===== src/include/nx_config.svh =====
// Logic node configuration
`ifndef NX_CONFIG_SVH
`define NX_CONFIG_SVH

// ==================================================
// Simulated logic I/O
// ==================================================

// External input bits sampled by the node
`define NX_INPUTS     32

// Bits in the generated output vector
`define NX_OUTPUTS    32

// Working registers, kept across runs
`define NX_REGISTERS  16

// ==================================================
// Instruction memory geometry
// ==================================================

// Address bits, 1024 instruction slots
`define NX_RAM_ADDR_W 10

// Stored word width, instruction sits in the low bits
`define NX_RAM_DATA_W 32

`endif

===== src/verilog/nx_pkg.sv =====
// Logic node shared types
`include "nx_config.svh"

package nx_pkg;

    // ==================================================
    // Derived widths
    // ==================================================

    // Operand index, wide enough to reach any input
    localparam int unsigned NX_IOR_W     = $clog2(`NX_INPUTS);

    // Working register select
    localparam int unsigned NX_REG_IDX_W = $clog2(`NX_REGISTERS);

    // Position within the output vector
    localparam int unsigned NX_OUT_IDX_W = $clog2(`NX_OUTPUTS);

    // Instruction slots in the RAM
    localparam int unsigned NX_RAM_DEPTH = 1 << `NX_RAM_ADDR_W;

    // Program length, one extra bit so a full RAM is countable
    localparam int unsigned NX_COUNT_W   = `NX_RAM_ADDR_W + 1;

    // ==================================================
    // Instruction format
    // ==================================================

    // 31 bits, most significant field first
    typedef struct packed {
        // Result for each {A, B, C} combination
        logic [7:0]              truth;
        // Operand A, flag set picks an input
        logic                    src_a_ip;
        logic [NX_IOR_W-1:0]     src_a;
        // Operand B
        logic                    src_b_ip;
        logic [NX_IOR_W-1:0]     src_b;
        // Operand C
        logic                    src_c_ip;
        logic [NX_IOR_W-1:0]     src_c;
        // Destination working register
        logic [NX_REG_IDX_W-1:0] tgt_reg;
        // Also append result to outputs
        logic                    gen_out;
    } instruction_t;

endpackage : nx_pkg


===== src/verilog/nx_instr_loader.sv =====
// Instruction loader
`include "nx_config.svh"

module nx_instr_loader
import nx_pkg::*;
(
      input  logic                      i_clk
    , input  logic                      i_arst_n
    // Host instruction stream
    , input  logic                      i_load_valid
    , input  logic [`NX_RAM_DATA_W-1:0] i_load_data
    , input  logic                      i_load_clear
    // Core activity
    , input  logic                      i_idle
    // RAM write port
    , output logic                      o_wr_en
    , output logic [`NX_RAM_ADDR_W-1:0] o_wr_addr
    , output logic [`NX_RAM_DATA_W-1:0] o_wr_data
    // Stored program length
    , output logic [NX_COUNT_W-1:0]     o_populated
);

// ==================================================
// State
// ==================================================

// Count doubles as the next free address
logic [NX_COUNT_W-1:0] count_q;
logic                  full;
logic                  accept;

// ==================================================
// Load acceptance
// ==================================================

// RAM holds a complete program
assign full = (count_q == NX_COUNT_W'(NX_RAM_DEPTH));

// Only take words while the core sits idle
// Clear wins over a load in the same cycle
assign accept = i_load_valid && i_idle && !full && !i_load_clear;

// ==================================================
// Pointer and write strobe
// ==================================================

always_ff @(posedge i_clk or negedge i_arst_n) begin
    if (!i_arst_n) begin
        count_q <= '0;
        o_wr_en <= 1'b0;
    end else begin
        // One-cycle write per accepted word
        o_wr_en <= accept;
        if (i_load_clear) begin
            // Rewind to address zero
            count_q <= '0;
        end else if (accept) begin
            count_q <= count_q + 1'b1;
        end
    end
end

// Registered address and data, qualified by o_wr_en
always_ff @(posedge i_clk) begin
    if (accept) begin
        o_wr_addr <= count_q[`NX_RAM_ADDR_W-1:0];
        o_wr_data <= i_load_data;
    end
end

assign o_populated = count_q;

endmodule : nx_instr_loader


===== config.mk =====
export PLATFORM = sky130hd
export DESIGN_NAME = nx_instr_loader
export DESIGN_NICKNAME = d
export VERILOG_FILES = /design/src/verilog/nx_pkg.sv /design/src/verilog/nx_instr_loader.sv
export VERILOG_INCLUDE_DIRS = /design/src /design/src/include
export SDC_FILE = /design/constraint.sdc
export NUM_CORES = 1
export LEC_CHECK = 0
export BUFFER_PORTS_ARGS = -buffer_cell sky130_fd_sc_hd__buf_2
export CORE_MARGIN = 2
export CORE_UTILIZATION = 25
export CTS_CLUSTER_DIAMETER = 50
export CTS_CLUSTER_SIZE = 12
export DETAILED_ROUTE_END_ITERATION = 10
export PLACE_DENSITY = 0.44
export SLEW_MARGIN = 30
export SYNTH_ARGS = -nofsm -noshare
export SYNTH_HDL_FRONTEND = slang
export SYNTH_SLANG_ARGS = --single-unit

===== constraint.sdc =====
create_clock -name i_clk -period 5.13 [get_ports i_clk]
set_clock_uncertainty 0.1 [all_clocks]
set_input_delay 0.513 -clock i_clk [delete_from_list [all_inputs] [get_ports i_clk]]
set_output_delay 0.513 -clock i_clk [all_outputs]
set_load 0.02 [all_outputs]

==> impl_results.md <==
- Clock transition at the registers of the reported paths: 0.10 ns
- Area of the mapped netlist: 0.00197 sq mm
- Boundary pin count: 91
- Number of maximum-capacitance violations: 0
- Synthesized area divided by synthesized cell count: 16.5 sq um
- Combinational share of power: 0.079
- Initial core utilization: 0.256
- Class of the worst hold path: in2reg
- DRT Pass-1 Iters: 4
- NumNets Final: 255
- Iter 0 DRT Violations: 31
- Max VDD drop: 0.108 mV
- Clock buffer depth: 2
- Number of instances in the synthesized netlist: 119
- Outcome: completed
- Syn_nets: 158
- Number of gates resized after cts: 0
- Switching share of power: 0.231
- Chain of cells forming the critical path: or4_1 > nor3_1 > nor3_2 > buf_4
- TritonCTS Buffers: 5
- Max-slew headroom: 0.631
- Critical path required time: 5.03 ns
- Cell at the root of the clock tree: sky130_fd_sc_hd__clkbuf_8
- Post-route DRC: 0
- Highest clock rate: 470 MHz
- Setup repair after global routing missed its margin: no
- Clock Latency Late Sink: 0.30 ns
- Slew at the pin closest to its max-slew limit: 0.553 ns
- Proportion of synthesized chip area in sequential cells: 0.793
- Final-layout worst hold slack: 0.282 ns
- Critical path class: reg2reg
- Total number of vias: 1,388
- Power, Total: 790 uW
- Sw Pwr: 183 uW
- Period Utilization, post-route: 0.414
- Worst path arrival time: 2.03 ns
- Overall fraction of global-route tracks in use: 0.100
- Final count of pins violating max slew: 0
- Routed length per instance: 13.8 um
- Critical Path Start Type: flip-flop
- Final setup viols: 0
- Number of failing hold endpoints at the final stage: 0
- Worst stage delay on the critical path: 0.65 ns
- Vias per inst: 4.35
- N_diodes: 0
- Final setup slack of the worst path: 3.00 ns
- Highest-delay cell along the critical path: sky130_fd_sc_hd__or4_1
- Final weighted congestion in routability-driven placement: 0.810
- Die Footprint: 0.00860 sq mm
- Number of unique standard cell types used by synthesis: 22
- Placement Setup Slack: 3.03 ns
- Layout cells sized above 1: 0.461
- Minimum clock period: 2.13 ns
- Number of core rows: 32
- Yosys Warn Count: 0
- Share of power burned in the clock network: 0.298
- Summed negative setup slack over all endpoints: 0 ns
- Number of flip-flops and latches in the synthesized netlist: 54
- Pwr dens: 298 mW/mm^2
- Global-route wire length before repair: 6.78 mm
- H-tree levels: 2
- Vias in the first global route: 1,388
- Antenna-violating nets left: 0
- Worst Path Max Fanout: 43
- Horizontal extent of the die: 92.7 um
- Maximum number of pins on one net before global-route repair: 44
- Syn-to-layout area delta: 34.8%
- Final Core Density: 0.345
- Number of buffers added for setup after CTS: 0
- Register share of total power: 0.623
- Num Clock Sinks: 54
- CTS tree: done
- Number of antenna violations at the first check in global routing: 0
- Cts hold-fix bufs: 1
- Most common library cell in the layout ignoring fill and taps: sky130_fd_sc_hd__buf_2
- Commonest cells after routing, fill and taps aside: sky130_fd_sc_hd__buf_2, sky130_fd_sc_hd__edfxtp_1, sky130_fd_sc_hd__dfrtp_1
- Internal power: 608 uW
- Wire length reported by the detailed router: 4.40 mm
- Total global routing overflow: 0
- DP Wirelength: 3.14 mm
- Placeable core region: 0.00769 sq mm
- Die extent in y: 92.7 um
- IO buf count: 90
- Category of the worst setup path capture point: flip-flop
- Cell leakage power: 1.10 nW
## worst max-delay path, delay by kind of cell (launching register included)
family	cells	cell delay, ns
flip-flops	1	0.47
buffers and inverters	1	0.30
AND/OR/NAND/NOR	3	0.92
## worst paths after layout
check                               start              end  slack, ns  depth (start not counted)
setup / recovery           o_populated[7]     o_wr_data[4]       3.00                          4
hold / removal             i_load_data[9]     o_wr_data[9]       0.28                          1
setup reg to reg           o_populated[7]     o_wr_data[4]       3.00                          4
hold reg to reg            o_populated[5]     o_wr_addr[5]       0.47                          0
max in group asynchronous        i_arst_n   o_populated[3]       4.16                          2
min in group asynchronous        i_arst_n  o_populated[10]       0.52                          2
## cells in the mapped netlist
cell type / instances / area [sq um]
sky130_fd_sc_hd__o21ai_0: 6 / 30.0
sky130_fd_sc_hd__nand3_1: 8 / 40.0
sky130_fd_sc_hd__a21oi_1: 6 / 30.0
sky130_fd_sc_hd__o31ai_1: 4 / 30.0
sky130_fd_sc_hd__a22oi_1: 2 / 15.0
sky130_fd_sc_hd__or3_1: 2 / 12.5
sky130_fd_sc_hd__a311o_1: 1 / 10.0
sky130_fd_sc_hd__nor3_1: 2 / 10.0
sky130_fd_sc_hd__ha_1: 2 / 25.0
sky130_fd_sc_hd__or4_1: 8 / 60.1
sky130_fd_sc_hd__nor4bb_1: 2 / 20.0
sky130_fd_sc_hd__clkbuf_1: 1 / 3.75
sky130_fd_sc_hd__nand4_1: 3 / 18.8
sky130_fd_sc_hd__dfrtp_1: 12 / 300
sky130_fd_sc_hd__clkbuf_2: 1 / 5.00
sky130_fd_sc_hd__nand2_1: 5 / 18.8
sky130_fd_sc_hd__nor2b_1: 4 / 25.0
sky130_fd_sc_hd__and4b_1: 1 / 10.0
sky130_fd_sc_hd__inv_1: 4 / 15.0
sky130_fd_sc_hd__edfxtp_1: 42 / 1260
sky130_fd_sc_hd__or4b_1: 2 / 20.0
sky130_fd_sc_hd__o211ai_1: 1 / 7.51
## final cells by class
class / count / area, sq um
multi-input combinational: 59 / 388
tap: 102 / 128
clock inverter: 3 / 23.8
clock buffer: 5 / 68.8
inverter: 4 / 15.0
sequential: 54 / 1560
timing repair buffer: 92 / 468
fill: 798 / 5030
## sequential cells by signal, indices dropped and copies added (netlist names)
| register | cells |
|---|---|
| o_populated | 11 |
| o_wr_addr | 10 |
| o_wr_en | 1 |
| o_wr_data | 32 |
## kinds of logic after synthesis
kind of cell               share of synthesized area
and+or+nand+nor                                0.120
DFF                                            0.793
AOI/OAI and AO/OA                             0.0623
adders and majority gates                     0.0127
buffers and inverters                         0.0121
## layer usage
| metal | routed length (um) | up-vias | GRT usage |
|---|---|---|---|
| li1 | - | 664 | - |
| met1 | 1990 | 651 | 0.123 |
| met2 | 2000 | 71 | 0.173 |
| met3 | 388 | 2 | 0.0293 |
| met4 | 21 | 0 | 0.0257 |
| met5 | 0 | - | 0 |
## through the flow
stage          cell area [sq um]  std cells
2_1_floorplan               1970        119
3_3_place_gp                2550        310
3_5_place_dp                2550        310
4_1_cts                     2650        319
5_1_grt                     2650        319
6_report                    2650        319
## power by group through the flow
stage	clock network [mW]	registers [mW]	logic, mW
2_1_floorplan	0	0.523	0.00854
3_3_place_gp	0	0.502	0.0635
3_5_place_dp	0	0.503	0.0627
4_1_cts	0.250	0.493	0.0634
5_1_grt	0.264	0.494	0.0674
6_report	0.236	0.492	0.0622
Power figures use the tool's default switching activity.
