--- src/include/nx_config.svh ---
// Logic node configuration
`ifndef NX_CONFIG_SVH
`define NX_CONFIG_SVH

// ==================================================
// Simulated logic I/O
// ==================================================

// External input bits sampled by the node
`define NX_INPUTS     32

// Bits in the generated output vector
`define NX_OUTPUTS    32

// Working registers, kept across runs
`define NX_REGISTERS  16

// ==================================================
// Instruction memory geometry
// ==================================================

// Address bits, 1024 instruction slots
`define NX_RAM_ADDR_W 10

// Stored word width, instruction sits in the low bits
`define NX_RAM_DATA_W 32

`endif
--- src/verilog/nx_pkg.sv ---
// Logic node shared types
`include "nx_config.svh"

package nx_pkg;

    // ==================================================
    // Derived widths
    // ==================================================

    // Operand index, wide enough to reach any input
    localparam int unsigned NX_IOR_W     = $clog2(`NX_INPUTS);

    // Working register select
    localparam int unsigned NX_REG_IDX_W = $clog2(`NX_REGISTERS);

    // Position within the output vector
    localparam int unsigned NX_OUT_IDX_W = $clog2(`NX_OUTPUTS);

    // Instruction slots in the RAM
    localparam int unsigned NX_RAM_DEPTH = 1 << `NX_RAM_ADDR_W;

    // Program length, one extra bit so a full RAM is countable
    localparam int unsigned NX_COUNT_W   = `NX_RAM_ADDR_W + 1;

    // ==================================================
    // Instruction format
    // ==================================================

    // 31 bits, most significant field first
    typedef struct packed {
        // Result for each {A, B, C} combination
        logic [7:0]              truth;
        // Operand A, flag set picks an input
        logic                    src_a_ip;
        logic [NX_IOR_W-1:0]     src_a;
        // Operand B
        logic                    src_b_ip;
        logic [NX_IOR_W-1:0]     src_b;
        // Operand C
        logic                    src_c_ip;
        logic [NX_IOR_W-1:0]     src_c;
        // Destination working register
        logic [NX_REG_IDX_W-1:0] tgt_reg;
        // Also append result to outputs
        logic                    gen_out;
    } instruction_t;

endpackage : nx_pkg

--- src/verilog/nx_node_core.sv ---
// Logic node core
`include "nx_config.svh"

module nx_node_core
import nx_pkg::*;
(
      input  logic                      i_clk
    , input  logic                      i_arst_n
    // Simulated logic I/O
    , input  logic [`NX_INPUTS-1:0]     i_inputs
    , output logic [`NX_OUTPUTS-1:0]    o_outputs
    // Run control
    , input  logic [NX_COUNT_W-1:0]     i_populated
    , input  logic                      i_trigger
    , output logic                      o_idle
    // Instruction fetch
    , output logic [`NX_RAM_ADDR_W-1:0] o_instr_addr
    , output logic                      o_instr_rd_en
    , input  logic [`NX_RAM_DATA_W-1:0] i_instr_rd_data
    , input  logic                      i_instr_stall
);

// ==================================================
// Signals
// ==================================================

// Stage valid flags and the postponed trigger
logic fetch_q, delay_q, exec_q, held_q;
logic busy, trig_seen, start, advance;

// Fetch
logic [`NX_RAM_ADDR_W-1:0] pc_q;
logic [NX_COUNT_W-1:0]     pc_next;

// Execute
instruction_t              instr_q;
logic                      exec_run;
logic                      result;
logic [2:0]                table_index;
logic [`NX_REGISTERS-1:0]  working_q;
logic [`NX_OUTPUTS-1:0]    outputs_q;
logic [NX_OUT_IDX_W-1:0]   out_idx_q;

// Operand from inputs or working registers
function automatic logic pick_operand(
    input logic                     from_input,
    input logic [NX_IOR_W-1:0]      index,
    input logic [`NX_INPUTS-1:0]    inputs,
    input logic [`NX_REGISTERS-1:0] regs
);
    logic [NX_REG_IDX_W-1:0] reg_sel;
    // Registers only use the low index bits
    reg_sel = index[NX_REG_IDX_W-1:0];
    return from_input ? inputs[index] : regs[reg_sel];
endfunction

// ==================================================
// Run control
// ==================================================

// Any stage still holding an instruction
assign busy      = fetch_q || delay_q || exec_q;
assign trig_seen = i_trigger || held_q;

// New run only from an empty pipeline with a program present
assign start   = trig_seen && !busy && (i_populated != '0);
assign advance = !i_instr_stall;

// Held trigger keeps idle low between back-to-back runs
assign o_idle = !busy && !held_q;

always_ff @(posedge i_clk or negedge i_arst_n) begin
    if (!i_arst_n) begin
        held_q <= 1'b0;
    end else begin
        // Single slot, consumed or dropped once the pipeline drains
        held_q <= trig_seen && busy;
    end
end

// ==================================================
// Fetch and delay stages
// ==================================================

assign pc_next = {1'b0, pc_q} + 1'b1;

always_ff @(posedge i_clk or negedge i_arst_n) begin
    if (!i_arst_n) begin
        fetch_q <= 1'b0;
        delay_q <= 1'b0;
        exec_q  <= 1'b0;
        pc_q    <= '0;
    end else begin
        if (start) begin
            fetch_q <= 1'b1;
            pc_q    <= '0;
        end else if (fetch_q && advance) begin
            // Last address reached, or program shrunk by a clear
            fetch_q <= (pc_next < i_populated);
            pc_q    <= pc_next[`NX_RAM_ADDR_W-1:0];
        end
        // Whole pipeline freezes under stall
        if (advance) begin
            delay_q <= fetch_q;
            exec_q  <= delay_q;
        end
    end
end

// RAM gates its own read with the stall
assign o_instr_addr  = pc_q;
assign o_instr_rd_en = fetch_q;

// ==================================================
// Execute stage
// ==================================================

// Capture the word the RAM returned for the delay stage
always_ff @(posedge i_clk) begin
    if (delay_q && advance) begin
        instr_q <= instruction_t'(i_instr_rd_data[$bits(instruction_t)-1:0]);
    end
end

assign exec_run = exec_q && advance;

// A is the most significant table index bit
assign table_index = {
    pick_operand(instr_q.src_a_ip, instr_q.src_a, i_inputs, working_q),
    pick_operand(instr_q.src_b_ip, instr_q.src_b, i_inputs, working_q),
    pick_operand(instr_q.src_c_ip, instr_q.src_c, i_inputs, working_q)
};

assign result = instr_q.truth[table_index];

always_ff @(posedge i_clk or negedge i_arst_n) begin
    if (!i_arst_n) begin
        working_q <= '0;
        outputs_q <= '0;
        out_idx_q <= '0;
    end else begin
        // Output position restarts with every run
        if (start) begin
            out_idx_q <= '0;
        end
        if (exec_run) begin
            working_q[instr_q.tgt_reg] <= result;
            if (instr_q.gen_out) begin
                outputs_q[out_idx_q] <= result;
                out_idx_q            <= out_idx_q + 1'b1;
            end
        end
    end
end

assign o_outputs = outputs_q;

endmodule : nx_node_core

--- config.mk ---
export PLATFORM = sky130hd
export DESIGN_NAME = nx_node_core
export DESIGN_NICKNAME = d
export VERILOG_FILES = /design/src/verilog/nx_pkg.sv /design/src/verilog/nx_node_core.sv
export VERILOG_INCLUDE_DIRS = /design/src /design/src/include
export SDC_FILE = /design/constraint.sdc
export NUM_CORES = 1
export LEC_CHECK = 0
export BUFFER_PORTS_ARGS = -buffer_cell sky130_fd_sc_hd__clkbuf_2
export CAP_MARGIN = 20
export CORE_UTILIZATION = 45
export CTS_CLUSTER_SIZE = 8
export DETAILED_ROUTE_END_ITERATION = 12
export GPL_TIMING_DRIVEN = 0
export PLACE_DENSITY_LB_ADDON = 0.15
export SYNTH_ARGS = -nofsm -noshare
export SYNTH_HDL_FRONTEND = slang
export SYNTH_SLANG_ARGS = --single-unit
--- constraint.sdc ---
create_clock -name i_clk -period 3 [get_ports i_clk]
set_input_delay 0.3 -clock i_clk [delete_from_list [all_inputs] [get_ports i_clk]]
set_output_delay 0.3 -clock i_clk [all_outputs]
set_load 0.02 [all_outputs]
==> impl_metrics.py <==
metrics = {
    "floorplanning": {
        "die-height_um": 113,
        "initial_core_util_pct": 46.3,
        "design.die.area_mm2": 0.0129,
        "core_region_area_mm2": 0.0121,
        "dieWidth_um": 113,
        "fp-row-count": 40,
        "top_level_ports": 123,
    },
    "logic_synthesis": {
        "synth_simple_gate_area_share_pct": 12.3,
        "synth_edf_count": 31,
        "synth_top_family_by_area": "multiplexers",
        "synth-adder-area-share_pct": 3.58,
        "synth_mux_area_share_pct": 28.3,
        "synth_ff_type": "sky130_fd_sc_hd__dfrtp_1",
        "synth_area_per_cell_um2": 12.5,
        "ys_warn_count": 0,
        "yosysUniqueCellTypes": 44,
        "synth_nets": 542,
        "ys_ff_latch": 98,
        "synthesis.area_mm2": 0.00559,
        "postSynthCellCount": 447,
        "asyncSetResetFlopFracSynth_pct": 68.4,
        "synthXorXnorAreaFrac_pct": 1.57,
        "synth_compound_area_share_pct": 4.64,
        "synth_seq_area_share_pct": 46.7,
    },
    "cts": {
        "tritoncts.num_buffers": 9,
        "root_buffer": "sky130_fd_sc_hd__clkbuf_16",
        "clock_tree.buffer_depth": 2,
        "htreeDepth": 3,
        "insertion_delay_ns": 0.35,
        "cts.sink_count": 98,
        "worst_setup_hold_path_clk_slew_ns": 0.07,
        "tritoncts": "built",
    },
    "route": {
        "post-route-drc-count": 0,
        "dr_total_vias": 4081,
        "drt_first_iter_violations": 178,
        "ant_nets": 0,
        "drt_wl_total_mm": 12.7,
        "avgRoutedWirePerCell_um": 16.7,
        "drt_first_pass_iters": 4,
        "via_density_per_instance": 5.39,
    },
    "grt": {
        "first_pass_grt_wire_length_mm": 20.8,
        "global_route.usage.total_pct": 21.2,
        "pin_count_of_the_biggest_net_entering_global_routing": 51,
        "antenna_found_initial": 0,
        "grt_remaining_overflow": 0,
        "vias_in_the_first_global_route": 4272,
    },
    "critical_path": {
        "worstPathBufferInverterCount": 3,
        "crit_path_top_delay_cell": "sky130_fd_sc_hd__mux4_2",
        "crit_family": "multiplexers",
        "criticalPathCategory": "reg -> reg",
        "critical_path_peak_fanout": 10,
        "startpoint_type": "register",
        "timing.critical_path.slowest_cell_delay_ns": 0.54,
        "critical_path_required_time_ns": 3.24,
        "timing.critical_path.to_type": "register",
        "arrival_ns": 3.58,
        "chain_of_cells_forming_the_critical_path": "buf_12, mux4_2, mux2_4, mux4_2, a21boi_4, mux2i_1, mux2i_1, o211a_1, buf_6, buf_6, mux2_2",
    },
    "sta": {
        "finalCriticalPeriod_ns": 3.34,
        "worstMarginPinSlew_ns": 0.960,
        "timing.slew.headroom_pct": 35.9,
        "timing.final.hold_violations": 0,
        "hold-worst-slack_ns": 0.120,
        "drv_slew": 0,
        "min_period_over_period_pct": 111,
        "clock_skew_ns": 0.00809,
        "rsz0062_at_grt": "true",
        "upper_clock_frequency_limit_mhz": 299,
        "totalNegativeSetupSlack_ns": -13.33,
        "setup-violations-final": 48,
        "setup_slack_ns": -0.343,
    },
    "placed_design": {
        "place_worst_setup_slack_ns": -0.565,
        "dpl.cell_count": 737,
        "port_buffer_count": 121,
        "gp_congestion": 0.835,
        "place.detailed.hpwl_mm": 9.58,
        "post_dp_cell_area_mm2": 0.00644,
    },
    "layout": {
        "layout_common_cells": "sky130_fd_sc_hd__clkbuf_2 (120), sky130_fd_sc_hd__dfrtp_1 (67), sky130_fd_sc_hd__nand2_1 (59), sky130_fd_sc_hd__mux2_2 (50), sky130_fd_sc_hd__mux4_2 (40)",
        "finalNetCount": 679,
        "syn2layout_area_growth_pct": 21.8,
        "mostFrequentLayoutCell": "sky130_fd_sc_hd__clkbuf_2",
        "final_layout_size_suffix_gt1_share_pct": 41.4,
        "final_design_area_no_fill_mm2": 0.00680,
        "diodes": 0,
        "final_non_filler_cell_total": 757,
    },
    "power": {
        "cellPowerDensity_mw_per_mm2": 657,
        "peakVddDrop_mv": 0.381,
        "power.leakage_nw": 3.09,
    },
    "run": {
        "max_cap_viol_count": 0,
    },
    "min_path": {
        "min_path_type": "in -> reg",
    },
    "run_status": {
        "status": "finished, violations left",
        "violations": "negative setup slack",
    },
}
where the power goes:
group / switching [W] / total (W) / leakage (nW) / internal, W
Clock: 0.000502 / 0.00115 / 0.146 / 0.000650
Combinational: 0.000735 / 0.00145 / 1.76 / 0.000719
Sequential: 0.000229 / 0.00186 / 1.18 / 0.00164
Total: 0.00147 / 0.00447 / 3.09 / 0.00300
logic make-up (layout without fill, tap and decap cells):
kind of cell               Yosys count  count (layout)
AOI/OAI and AO/OA                   41              41
xor gates and xnor gates            10              10
adders and majority gates           16              16
buffers and inverters               35             177
DFF                                 98              98
muxes                              101             101
and+or+nand+nor                    146             146
metal layers:
metal	GRT usage (%)	up-vias	part of all wire (%)
li1	-	1934	-
met1	25.2	2019	41
met2	36.9	111	52
met3	6.16	17	5.7
met4	7.02	0	1.4
met5	0	-	0
worst paths after layout:
| path | cells past startpoint | end | slack (ns) | from |
|---|---|---|---|---|
| max | 11 | o_outputs[26]$_DFFE_PN0P_ | -0.34 | instr_q[5]$_DFFE_PP_ |
| min | 1 | instr_q[17]$_DFFE_PP_ | 0.12 | i_instr_rd_data[17] |
| max reg2reg | 11 | o_outputs[26]$_DFFE_PN0P_ | -0.34 | instr_q[5]$_DFFE_PP_ |
| min reg2reg | 1 | o_outputs[29]$_DFFE_PN0P_ | 0.51 | o_outputs[29]$_DFFE_PN0P_ |
| max in group asynchronous | 3 | o_outputs[17]$_DFFE_PN0P_ | 2.09 | i_arst_n |
| min in group asynchronous | 2 | working_q[1]$_DFFE_PN0P_ | 0.39 | i_arst_n |
state kept, by name, summed over array words and instances, names as in the netlist:
register	cells
o_outputs	32
instr_q	31
working_q	16
held_q	1
o_instr_rd_en	1
delay_q	1
exec_q	1
o_instr_addr	10
out_idx_q	5
layout make-up:
cell class	count	area, µm²
inverter	14	52.6
timing repair buffer	127	676
tap	168	210
fill	1035	5260
sequential	98	2610
clock inverter	6	65.1
clock buffer	10	229
multi-input combinational	314	2840
buffer	20	119
what timing repair did:
item / CTS / global route
pin swaps: 1 / 1
endpoints found under the setup margin: 48 / 48
hold endpoints to repair: 17 / 0
hold buffers: 1 / 0
resized for setup: 6 / 1
buffers inserted: 3 / 1
cell usage after synthesis, types with 3 or more instances:
library cell               number  area, µm²
sky130_fd_sc_hd__nor2b_1        5       31.3
sky130_fd_sc_hd__o21a_1         5       37.5
sky130_fd_sc_hd__o21ai_0       18       90.1
sky130_fd_sc_hd__xor2_1         5       43.8
sky130_fd_sc_hd__buf_2          4       20.0
sky130_fd_sc_hd__mux4_2        40        901
sky130_fd_sc_hd__ha_1          16        200
sky130_fd_sc_hd__nand3_1       11       55.1
sky130_fd_sc_hd__nand2_1       59        221
sky130_fd_sc_hd__and3_1         6       37.5
sky130_fd_sc_hd__mux2_2        54        608
sky130_fd_sc_hd__nor4_1         4       25.0
sky130_fd_sc_hd__clkbuf_1      11       41.3
sky130_fd_sc_hd__nand4_1        5       31.3
sky130_fd_sc_hd__nor2_1        33        124
sky130_fd_sc_hd__a21oi_1        5       25.0
sky130_fd_sc_hd__mux2i_1        7       70.1
sky130_fd_sc_hd__buf_6          4       45.0
sky130_fd_sc_hd__nand2b_1       4       25.0
sky130_fd_sc_hd__nor3_1         3       15.0
sky130_fd_sc_hd__inv_1         14       52.6
sky130_fd_sc_hd__xnor2_1        5       43.8
sky130_fd_sc_hd__nor3b_1        6       45.0
sky130_fd_sc_hd__edfxtp_1      31        931
sky130_fd_sc_hd__dfrtp_1       67       1680
through the flow:
step                      utilization, %  power, W
after floorplan                        -   0.00285
after global placement              53.1   0.00327
after detailed placement            53.4   0.00333
after CTS                           56.3   0.00452
after global routing                56.4   0.00474
final                               56.4   0.00447
No activity file was read; power rests on OpenSTA's default activity.
